[config.mk]
export PLATFORM = sky130hd
export DESIGN_NAME = cft_int_top
export DESIGN_NICKNAME = d
export VERILOG_FILES = /design/src/cft_bus_pkg.sv /design/src/cft_ctl_pkg.sv /design/src/int_if.sv /design/src/cft_int_top.sv /design/src/micro_seq.sv /design/src/int_fsm.sv
export VERILOG_INCLUDE_DIRS = /design/src
export SDC_FILE = /design/constraint.sdc
export NUM_CORES = 1
export LEC_CHECK = 0
export BUFFER_PORTS_ARGS = -buffer_cell sky130_fd_sc_hd__buf_4
export CAP_MARGIN = 15
export CORE_AREA = 2 2 39 41
export DETAILED_ROUTE_END_ITERATION = 16
export DIE_AREA = 0 0 41 43
export MAX_ROUTING_LAYER = met4
export SETUP_SLACK_MARGIN = 0.2
export SLEW_MARGIN = 20
export SYNTH_ARGS = -nofsm -noshare
export SYNTH_HDL_FRONTEND = slang
export SYNTH_SLANG_ARGS = --single-unit
[constraint.sdc]
create_clock -name clk4 -period 2.1 [get_ports clk4]
set_clock_uncertainty 0.05 [all_clocks]
set_input_delay 0.21 -clock clk4 [delete_from_list [all_inputs] [get_ports clk4]]
set_output_delay 0.21 -clock clk4 [all_outputs]
set_load 0.005 [all_outputs]
[src/cft_consts.svh]
// Widths and bit positions for the interrupt path; CFT_FLAG_BIT must stay below CFT_WORD_W
`ifndef CFT_CONSTS_SVH
`define CFT_CONSTS_SVH

////////////////////////////////////////
// Bus side
////////////////////////////////////////

// Internal bus word width
`define CFT_WORD_W 16

// Bus bit copied into the interrupt flag by LDF
`define CFT_FLAG_BIT 15

////////////////////////////////////////
// Control side
////////////////////////////////////////

// Width of the microcode action field
`define CFT_ACT_W 4

// Flops between the irq pin and the masking logic
`define CFT_SYNC_STAGES 2

`endif
[src/cft_bus_pkg.sv]
// Bus side types; word width and flag position come from the consts header
`include "cft_consts.svh"

package cft_bus_pkg;

   ////////////////////////////////////////
   // Bus word
   ////////////////////////////////////////

   // One word on the internal bus
   typedef logic [`CFT_WORD_W-1:0] word_t;

   // Index of a single bit within a bus word
   // Wide enough to address any bit of word_t
   typedef logic [$clog2(`CFT_WORD_W)-1:0] flag_pos_t;

endpackage

[src/cft_ctl_pkg.sv]
// Control unit encodings; action values follow the microcode field, opcodes are a reduced set
`include "cft_consts.svh"

package cft_ctl_pkg;

   ////////////////////////////////////////
   // Instruction opcodes
   ////////////////////////////////////////

   // Only the opcodes that touch the interrupt path
   typedef enum logic [2:0] {
      NOP = 0,
      STI = 1,
      CLI = 2,
      LDF = 3,
      IDX = 4
   } opcode_t;

   ////////////////////////////////////////
   // Microcode action field
   ////////////////////////////////////////

   // Values match the action decoder outputs on the control board
   typedef enum logic [`CFT_ACT_W-1:0] {
      ACT_NONE = 0,
      ACT_STI  = 3,
      ACT_CLI  = 4,
      ACT_IDX  = 5
   } action_t;

   // Micro-sequencer steps
   typedef enum logic [1:0] {
      S_FETCH  = 0,
      S_EXEC   = 1,
      S_INTENT = 2
   } useq_state_t;

endpackage

[src/int_if.sv]
// Sequencer to interrupt FSM link; all signals are single-cycle levels with no back-pressure
`timescale 1ns/1ps

interface int_if;

   import cft_ctl_pkg::*;
   import cft_bus_pkg::*;

   // Microcode action for the current step
   action_t action;
   // Load fi from the bus word this cycle
   logic    flag_we;
   // Bus word sampled in EXEC of LDF
   word_t   flag_d;
   // Last step of an instruction
   logic    end_instr;
   // Pending interrupt toward the sequencer
   logic    irq_req;

   // Sequencer side
   modport seq (
      output action, flag_we, flag_d, end_instr,
      input  irq_req
   );

   // Interrupt FSM side
   modport fsm (
      input  action, flag_we, flag_d, end_instr,
      output irq_req
   );

endinterface

[src/cft_int_top.sv]
// Interrupt path top; opcode is sampled on instr_take, irq may be asynchronous
`timescale 1ns/1ps

module cft_int_top (
   input  logic                 clk4,
   input  logic                 rst,
   input  cft_ctl_pkg::opcode_t opcode,
   input  cft_bus_pkg::word_t   ibus,
   input  logic                 irq,
   output logic                 instr_take,
   output logic                 fi,
   output logic                 irqs,
   output logic                 irq_ack,
   output logic                 idx_strobe
);

   ////////////////////////////////////////
   // Sequencer to FSM link
   ////////////////////////////////////////

   int_if bus_if ();

   // Fetch, execute and interrupt entry
   micro_seq u_seq (
      .clk4       (clk4),
      .rst        (rst),
      .opcode     (opcode),
      .ibus       (ibus),
      .bus        (bus_if.seq),
      .instr_take (instr_take),
      .irq_ack    (irq_ack),
      .idx_strobe (idx_strobe)
   );

   // Flag, synchronizer and request register
   int_fsm u_fsm (
      .clk4 (clk4),
      .rst  (rst),
      .irq  (irq),
      .bus  (bus_if.fsm),
      .fi   (fi),
      .irqs (irqs)
   );

endmodule

[src/micro_seq.sv]
// Two-step sequencer; a pending request turns the next fetch slot into interrupt entry
`timescale 1ns/1ps

module micro_seq (
   input  logic                 clk4,
   input  logic                 rst,
   input  cft_ctl_pkg::opcode_t opcode,
   input  cft_bus_pkg::word_t   ibus,
   int_if.seq                   bus,
   output logic                 instr_take,
   output logic                 irq_ack,
   output logic                 idx_strobe
);

   import cft_ctl_pkg::*;
   import cft_bus_pkg::*;

   useq_state_t state_q;
   useq_state_t state_d;
   // Opcode latched at fetch
   opcode_t     op_q;
   action_t     action_d;
   logic        flag_we_d;
   word_t       flag_d_d;
   logic        fetch_ok;

   // Fetch only goes ahead with nothing pending
   assign fetch_ok = (state_q == S_FETCH) && !bus.irq_req;

   ////////////////////////////////////////
   // Sequence register
   ////////////////////////////////////////

   always_ff @(posedge clk4) begin
      if (rst) begin
         state_q <= S_FETCH;
      end else begin
         state_q <= state_d;
      end
   end

   // Opcode captured on the fetch strobe
   always_ff @(posedge clk4) begin
      if (fetch_ok) begin
         op_q <= opcode;
      end
   end

   // Next step
   always_comb begin
      state_d = state_q;
      case (state_q)
         S_FETCH:  state_d = bus.irq_req ? S_INTENT : S_EXEC;
         S_EXEC:   state_d = S_FETCH;
         S_INTENT: state_d = S_FETCH;
         default:  state_d = S_FETCH;
      endcase
   end

   ////////////////////////////////////////
   // Step outputs
   ////////////////////////////////////////

   always_comb begin
      action_d  = ACT_NONE;
      flag_we_d = 1'b0;
      flag_d_d  = '0;
      if (state_q == S_EXEC) begin
         case (op_q)
            STI: action_d = ACT_STI;
            CLI: action_d = ACT_CLI;
            IDX: action_d = ACT_IDX;
            LDF: begin
               // Flag load goes through the write strobe, not the action
               flag_we_d = 1'b1;
               flag_d_d  = ibus;
            end
            default: action_d = ACT_NONE;
         endcase
      end else if (state_q == S_INTENT) begin
         // Entry masks further interrupts
         action_d = ACT_CLI;
      end
   end

   assign bus.action    = action_d;
   assign bus.flag_we   = flag_we_d;
   assign bus.flag_d    = flag_d_d;
   assign bus.end_instr = (state_q == S_EXEC);

   assign instr_take = fetch_ok;
   assign irq_ack    = (state_q == S_INTENT);
   // Convenience strobe, decoded from the action field
   assign idx_strobe = (action_d == ACT_IDX);

   ////////////////////////////////////////
   // Checks
   ////////////////////////////////////////

   // Entry CLI drops the request before the next fetch
   a_ack_drops_req: assert property (@(posedge clk4) disable iff (rst)
      irq_ack |=> !bus.irq_req);

   // Fetch and end of instruction are separate steps
   a_take_not_end: assert property (@(posedge clk4) disable iff (rst)
      !(instr_take && bus.end_instr));

endmodule

[src/int_fsm.sv]
// Interrupt flag and request logic; irq is asynchronous, requests only post at end of instruction
`timescale 1ns/1ps
`include "cft_consts.svh"

module int_fsm (
   input  logic clk4,
   input  logic rst,
   input  logic irq,
   // ibus15 is not needed because flag_d arrives through bus
   int_if.fsm   bus,
   output logic fi,
   output logic irqs
);

   import cft_ctl_pkg::*;
   import cft_bus_pkg::*;

   // Bit of the bus word that LDF loads
   localparam flag_pos_t FLAG_POS = flag_pos_t'(`CFT_FLAG_BIT);

   logic                        fi_q;
   logic [`CFT_SYNC_STAGES-1:0] irq_sync;
   logic                        irq_masked;
   logic                        irq_req_q;
   logic                        act_sti;
   logic                        act_cli;

   // Action decode
   assign act_sti = (bus.action == ACT_STI);
   assign act_cli = (bus.action == ACT_CLI);

   ////////////////////////////////////////
   // Interrupt flag
   ////////////////////////////////////////

   // Clear wins over set, set wins over load
   always_ff @(posedge clk4) begin
      if (rst || act_cli) begin
         fi_q <= 1'b0;
      end else if (act_sti) begin
         fi_q <= 1'b1;
      end else if (bus.flag_we) begin
         fi_q <= bus.flag_d[FLAG_POS];
      end
   end

   ////////////////////////////////////////
   // Request synchronizer
   ////////////////////////////////////////

   // Shift irq in at bit 0, oldest sample at the top
   always_ff @(posedge clk4) begin
      if (rst) begin
         irq_sync <= '0;
      end else begin
         irq_sync <= {irq_sync[`CFT_SYNC_STAGES-2:0], irq};
      end
   end

   // Held off while interrupts are disabled
   assign irq_masked = irq_sync[`CFT_SYNC_STAGES-1] & fi_q;

   // Request posts only on the edge that ends an instruction
   // CLI drops it, which also covers interrupt entry
   always_ff @(posedge clk4) begin
      if (rst || act_cli) begin
         irq_req_q <= 1'b0;
      end else if (bus.end_instr) begin
         irq_req_q <= irq_masked;
      end
   end

   assign bus.irq_req = irq_req_q;
   assign fi          = fi_q;
   // Bus and control copies of the request are one signal here
   assign irqs        = irq_req_q;

   ////////////////////////////////////////
   // Checks
   ////////////////////////////////////////

   // A request can only be loaded while the flag was set
   a_req_needs_fi: assert property (@(posedge clk4) disable iff (rst)
      $rose(irq_req_q) |-> $past(fi_q));

   // Sequencer never clears and loads the flag in one step
   a_no_cli_with_load: assert property (@(posedge clk4) disable iff (rst)
      !(act_cli && bus.flag_we));

endmodule

Yosys cells after proc, flatten, opt, wreduce, memory -nomap -nowiden
Index checks and enable logic that the tools add are counted.
Operators by class
  $add $sub $neg: 0
  multipliers: 0
  shift-type cells: 0
  divide/modulo/power cells: 0
  equal/unequal tests: 9
  reduce and logical (&&, ||, !) cells: 6
  multiplexer cells: 10
  bitwise logic cells: 2
  $lt $le $gt $ge: 0
Operator list (number)
  $mux 16: 2
  $pmux 3 s3: 1
  $eq 4x3->1 const B: 2
  $eq 3x2->1 const B: 2
  $eq 4x2->1 const B: 1
  $mux 1: 4
  $mux 4: 1
  $eq 3x1->1 const B: 1
  $eq 3x3->1 const B: 1
  $mux 3: 1
  $eq 2x1->1 const B: 1
  $eq 2x2->1 const B: 1
  $logic_not 2->1: 1
  $mux 2: 1
  $reduce_bool 2->1: 1
  $reduce_or 2->1: 1
  $and 1x1->1: 1
  $logic_and 1x1->1: 1
  $logic_not 1->1: 1
  $logic_or 1x1->1: 1
  $not 1->1: 1
Storage, ports and cells
  output and inout bits: 5
  memories: 0
  bits in latches: 0
  bits in registers: 9
  bits of input ports: 22
  word-level logic and storage cells: 32
  memory bits (read-only): 0
  RAM bits: 0

Longest topological paths before layout
Gate-level depths: netlist (run 1).
  depth after elaboration: 5
  depth in mapped cells: 3
  depth with buffers taken out: 3

By module
A second synthesis (run 1) with hierarchy kept.
Unflattened totals
  cell total of the unflattened synthesis: 71
  area, all modules: 656.9 um^2
By module, submodules not included
  micro_seq: times used 1, cells an instance 57, area each 480.5 um^2
  int_fsm: times used 1, cells an instance 14, area each 176.4 um^2

Worst setup path after synthesis (run 1)
OpenSTA, ideal clock, no wires.
  path kind: register to register
  start point: reg u_fsm.irq_req_q, in the netlist u_fsm.bus.irq_req
  end point: reg u_seq.op_q[0], enable pin
  library setup time: 369 ps
  data arrival time: 747 ps
  slack: 934 ps
  path buffers: 0
  cell stages (with the launch flop): 2
  data required time: 1681 ps
  path through: dfxtp_1 -> nor3_1
On the way
  longest elaborated chain between the ends: 2
Ends and longest elaborated chain
  start, declared: line int_fsm.sv:24  | logic irq_req_q;
  start signal, assigned: line int_fsm.sv:69  | irq_req_q <= irq_masked;
  $logic_not 1->1: line micro_seq.sv:28  | assign fetch_ok = (state_q == S_FETCH) && !bus.irq_req;
  $logic_and 1x1->1: line micro_seq.sv:28
  via instr_take: line cft_int_top.sv:10  | output logic instr_take,
  end signal, assigned: line micro_seq.sv:45  | op_q <= opcode;
  end, declared: line micro_seq.sv:21  | opcode_t op_q;
The timed path passes the listed nets, and every way through them passes these cells.
A chain may end at the register's enable or synchronous reset.

Worst setup path after layout (run 1)
  start point: reg u_seq.state_q[1]
  end point: out instr_take
On the way
  longest elaborated chain between the ends: 2
Ends and longest elaborated chain
  start, declared: line micro_seq.sv:18  | useq_state_t state_q;
  start signal, assigned: line micro_seq.sv:38  | state_q <= state_d;
  $logic_not 2->1: line micro_seq.sv:28
  $logic_and 1x1->1: line micro_seq.sv:28
  end, declared: line cft_int_top.sv:10
Every way passes these cells.

==> results of run 1 <==
Yosys cell counts, drive strengths merged:
library cell / number
nand2: 1
edfxtp: 3
and4bb: 1
dfxtp: 6
nand4b: 1
nor3: 1
a311oi: 1
nor2b: 3
a211o: 1
nand2b: 1
inv: 1
nor4: 1
nor2: 1
nor4b: 3
a21oi: 1
metal layers:
layer	GRT usage	part of all wire	up-vias
met4	0.0600	0	0
met5	-	0	-
met1	0.0795	0.41	113
li1	-	-	129
met3	0.0471	0.070	0
met2	0.131	0.52	9
power by group:
part / total [mW] / internal (mW) / switching (mW)
clock: 0.129 / 0.0729 / 0.0559
combinational: 0.0269 / 0.0170 / 0.00984
sequential: 0.197 / 0.190 / 0.00709
total: 0.352 / 0.280 / 0.0728
final cells by class:
class	instances	area (um^2)
multi-input cells	16	120
repair buffers	11	82.6
clock buffers	4	26.3
fillers	150	921
inverters	1	3.75
well taps	16	20.0
flip-flops and latches	9	210
worst max-delay path by stage:
stage                      startpoint       endpoint
floorplan           u_fsm.bus.irq_req  u_seq.op_q[0]
global placement     u_seq.state_q[0]     idx_strobe
detailed placement   u_seq.state_q[1]     instr_take
CTS                 u_fsm.bus.irq_req     instr_take
global route         u_seq.state_q[1]     instr_take
finish               u_seq.state_q[1]     instr_take
stage by stage:
step | cells | power, mW
3_5_place_dp | 53 | 0.228
3_3_place_gp | 53 | 0.227
4_1_cts | 57 | 0.361
5_1_grt | 57 | 0.376
2_1_floorplan | 26 | 0.211
6_report | 57 | 0.352
logic make-up after synthesis:
logic type | count (synthesis) | synth area share
and+or+nand+nor | 13 | 0.273
DFF | 9 | 0.629
AOI/OAI and AO/OA | 3 | 0.0861
buffers and inverters | 1 | 0.0112
flip-flops by register name, indices dropped and copies added, names as in the netlist:
register           count
u_fsm.fi               1
u_seq.state_q          2
u_seq.op_q             3
u_fsm.bus.irq_req      1
u_fsm.irq_sync         2
==> impl_metrics.json, run 1 <==
{
  "rows": 14,
  "critical_path.cell_chain": "nor3_1 > buf_4",
  "final_cell_mix": "buf_4 (11), dfxtp_1 (6)",
  "place_area_um2": 437,
  "tns_ps": 0,
  "rr_worst_depth": 1,
  "hp-start": "opcode[0]",
  "r2r_slack_ps": 870,
  "holdPathEnd": "u_seq.op_q[0]",
  "synth_area_leader_cell": "dfxtp_1",
  "pre_cts_ws_ps": 805,
  "grt_start_max_net_pins": 9,
  "endpoint_kind": "primary output",
  "ctsHtreeMaxLevel": 1,
  "drv_slew": 0,
  "postRouteAntennaNets": 0,
  "vias_per_cell": 4.40,
  "r2r-start": "u_seq.state_q[1]",
  "clk_pin_slew_ps": 60,
  "crit_family": "simple AND/OR/NAND/NOR gates",
  "power_leakage_nw": 0.185,
  "layout_commonest_cell": "buf_4",
  "hp-class": "in2reg",
  "cts_root_buffer": "clkbuf_4",
  "fin_ws_ps": 556,
  "ys_ff_latch": 9,
  "coreArea_um2": 1380,
  "arrival_ps": 1280,
  "synth_area_um2": 334,
  "antenna_found_initial": 0,
  "finalSetupViolations": 0,
  "numCtsBuffers": 3,
  "initialDrtViolationCount": 0,
  "wl_per_cell_um": 9.77,
  "start_util": 0.241,
  "critical_path.max_fanout": 8,
  "grt_pass1_wl_um": 972,
  "pwr_density_cell_nw_per_um2": 761,
  "worst-path-buf-inv": 1,
  "gr-total-overflow": 0,
  "die_w_um": 41,
  "period_share": 0.735,
  "cts_max_path_buffers": 2,
  "cpMaxStageDelayCell": "nor3_1",
  "critical_path.max_stage_delay_ps": 470,
  "cts_resized": 0,
  "die-area_um2": 1760,
  "min_path_cells": 1,
  "pin_count": 27,
  "report.final.hold_viol_count": 0,
  "fin_crit_ps": 1540,
  "final_area_um2": 463,
  "ys_seq_area_frac": 0.629,
  "syn_nets": 48,
  "cp-start-kind": "flip-flop",
  "syn_area_per_cell_um2": 12.8,
  "postCtsHoldBufs": 0,
  "place_congestion": 0.705,
  "fmax_mhz": 648,
  "synth_cells": 26,
  "yosysTopAreaCellShare": 0.360,
  "cts.sinks": 9,
  "cp.required_ps": 1840,
  "yosys_warnings": 0,
  "cts_setup_buffers": 0,
  "relSlewSlack": 0.651,
  "port_buffers": 11,
  "fin_util": 0.335,
  "post-dp-hpwl_um": 436,
  "grt_pass1_vias": 260,
  "cts_tree": "yes",
  "rsz0062_at_grt": "no",
  "cp_num_cells": 2,
  "worst_pin_slew_ps": 520,
  "die_h_um": 43,
  "firstDrtPassIters": 1,
  "clk_latency_ps": 260,
  "area_growth_pct": 38.6,
  "diodes": 0,
  "peakVddDrop_mv": 0.306,
  "ys_types": 15,
  "drc_errors": 0,
  "netlist_top_cells_area": "dfxtp_1 (36%), edfxtp_1 (27%), nor4b_1 (7.9%)",
  "critPathKind": "reg2out",
  "hold_ws_ps": 75.1,
  "finalWirelength_um": 557,
  "rr_endpoint": "u_seq.op_q[1]",
  "status": "completed",
  "track_usage": 0.0872,
  "vias": 251,
  "cap_violations": 0,
  "drive_gt1_frac": 0.390,
  "nets": 64
}
Note: power is estimated with default switching activity, not from simulation.
==> inputs of run 2 (changes only) <==
Clock period 2.1 ns to 1.3 ns, I/O delays scaled along.
==> impl_metrics.json, run 2 (synthesis results as in run 1) <==
{
  "pre_cts_ws_ps": 108,
  "cts_max_path_buffers": 2,
  "worst_pin_slew_ps": 218,
  "firstDrtPassIters": 2,
  "place_area_um2": 449,
  "vias": 316,
  "fill_cells": 132,
  "regMostFlops": "u_seq.op_q",
  "port_buffers": 11,
  "cts.sinks": 9,
  "relSlewSlack": 0.853,
  "endpoint_kind": "primary output",
  "fin_ws_ps": -4.41,
  "final_area_um2": 657,
  "area_growth_pct": 96.6,
  "p_comb_frac": 0.150,
  "power.share.clock": 0.349,
  "finalSetupViolations": 1,
  "fin_crit_ps": 1300,
  "hp-class": "in2reg",
  "rows": 14,
  "grt_pass1_vias": 320,
  "gr-total-overflow": 0,
  "ctsHtreeMaxLevel": 1,
  "cts_tree": "yes",
  "pwr_density_cell_nw_per_um2": 966,
  "peakVddDrop_mv": 0.464,
  "post-dp-hpwl_um": 481,
  "pin_count": 27,
  "arrival_ps": 1120,
  "grt_start_max_net_pins": 6,
  "clk_latency_ps": 270,
  "rsz0062_at_grt": "yes",
  "grt_pass1_wl_mm": 1.34,
  "fmax_mhz": 767,
  "cts_root_buffer": "clkbuf_4",
  "vias_per_cell": 4.45,
  "critPathKind": "reg2out",
  "power_leakage_nw": 0.272,
  "finalWirelength_um": 891,
  "start_util": 0.241,
  "antenna_found_initial": 0,
  "cp-start-kind": "flip-flop",
  "largest_reg_flops": 3,
  "pwr-share-seq": 0.501,
  "numCtsBuffers": 3,
  "nets": 78,
  "coreArea_um2": 1380,
  "postRouteAntennaNets": 0,
  "cp.required_ps": 1120,
  "track_usage": 0.124,
  "diodes": 0,
  "die_w_um": 41,
  "die_h_um": 43,
  "r2r_slack_ps": 70,
  "drv_slew": 0,
  "critical_path.max_fanout": 3,
  "initialDrtViolationCount": 7,
  "die-area_um2": 1760,
  "drc_errors": 0,
  "period_share": 1.00,
  "wl_per_cell_um": 12.5,
  "layout_commonest_cell": "buf_4",
  "top_regs": "u_seq.op_q: 3 flops, u_fsm.irq_sync: 2 flops, u_seq.state_q: 2 flops",
  "power.switching_mw": 0.148,
  "swShare": 0.233,
  "clk_pin_slew_ps": 60,
  "violations": "setup timing",
  "report.final.hold_viol_count": 0,
  "place_congestion": 0.661,
  "drive_gt1_frac": 0.618,
  "intPower_mw": 0.487,
  "final_cell_mix": "buf_4 (15), buf_6 (6), dlygate4sd3_1 (4)",
  "power_mw": 0.635,
  "cap_violations": 0,
  "status": "finished, violations left"
}
==> run 2: cell count changes in the layout (fill, tap and decap cells not counted), moves of 2 or more <==
| cell | before | now |
|---|---|---|
| dfxtp_4 | 0 | 2 |
| buf_6 | 0 | 6 |
| buf_4 | 11 | 15 |
| dfxtp_1 | 6 | 3 |
| dlygate4sd3_1 | 0 | 4 |
| nor4b_1 | 3 | 1 |
==> run 2: per-layer routing <==
layer,track usage,share of wire
met5,-,0
met4,0.0800,0.022
met3,0.0628,0.054
met2,0.197,0.58
met1,0.109,0.35
==> run 2: through the flow <==
stage / utilization / setup TNS [ps] / hold slack [ps] / instances
CTS: 0.460 / -26.4 / 25.3 / 69
finish: 0.475 / -4.41 / 28.3 / 71
global placement: 0.325 / 0 / 258 / 54
floorplan: - / 0 / 152 / 26
global route: 0.475 / -49.0 / 40.6 / 71
detailed placement: 0.325 / 0 / 261 / 54
==> run 2: critical path: stages (launching register included) <==
cell and delay [ps]:
dfxtp_4 360, nand2b_4 150, nor4b_4 200, buf_4 150
==> run 2: final cells by class <==
type                       instances  area [um^2]  share of cell area
inverter                           1         3.75             0.00571
clock buffer                       4         26.3              0.0400
multi-input combinational         16          168               0.255
timing repair buffer              25          220               0.335
tap                               16         20.0              0.0305
sequential                         9          219               0.333
==> run 2: power groups by stage <==
| stage | clock [mW] | combinational (mW) | sequential [mW] |
|---|---|---|---|
| 5_1_grt | 0.240 | 0.102 | 0.319 |
| 4_1_cts | 0.232 | 0.0923 | 0.317 |
| 3_3_place_gp | 0 | 0.0483 | 0.323 |
| 2_1_floorplan | 0 | 0.0197 | 0.322 |
| 6_report | 0.221 | 0.0953 | 0.318 |
| 3_5_place_dp | 0 | 0.0498 | 0.323 |
==> run 2: path summary, 6_finish.rpt <==
| path | end | start | cells after the start |
|---|---|---|---|
| max | idx_strobe | u_seq.state_q[1] | 3 |
| min | u_fsm.irq_sync[0] | irq | 2 |
| max reg2reg | u_fsm.fi | u_seq.state_q[1] | 4 |
| min reg2reg | u_fsm.irq_sync[1] | u_fsm.irq_sync[0] | 1 |
==> run 2: what timing repair did <==
item                                    4_1_cts  5_1_grt
hold buffers                                  4        0
pin swaps                                     2        2
setup buffers                                 7        2
endpoints found under the hold margin         7        0
endpoints found under the setup margin        8        9
gates resized for setup                      16        2
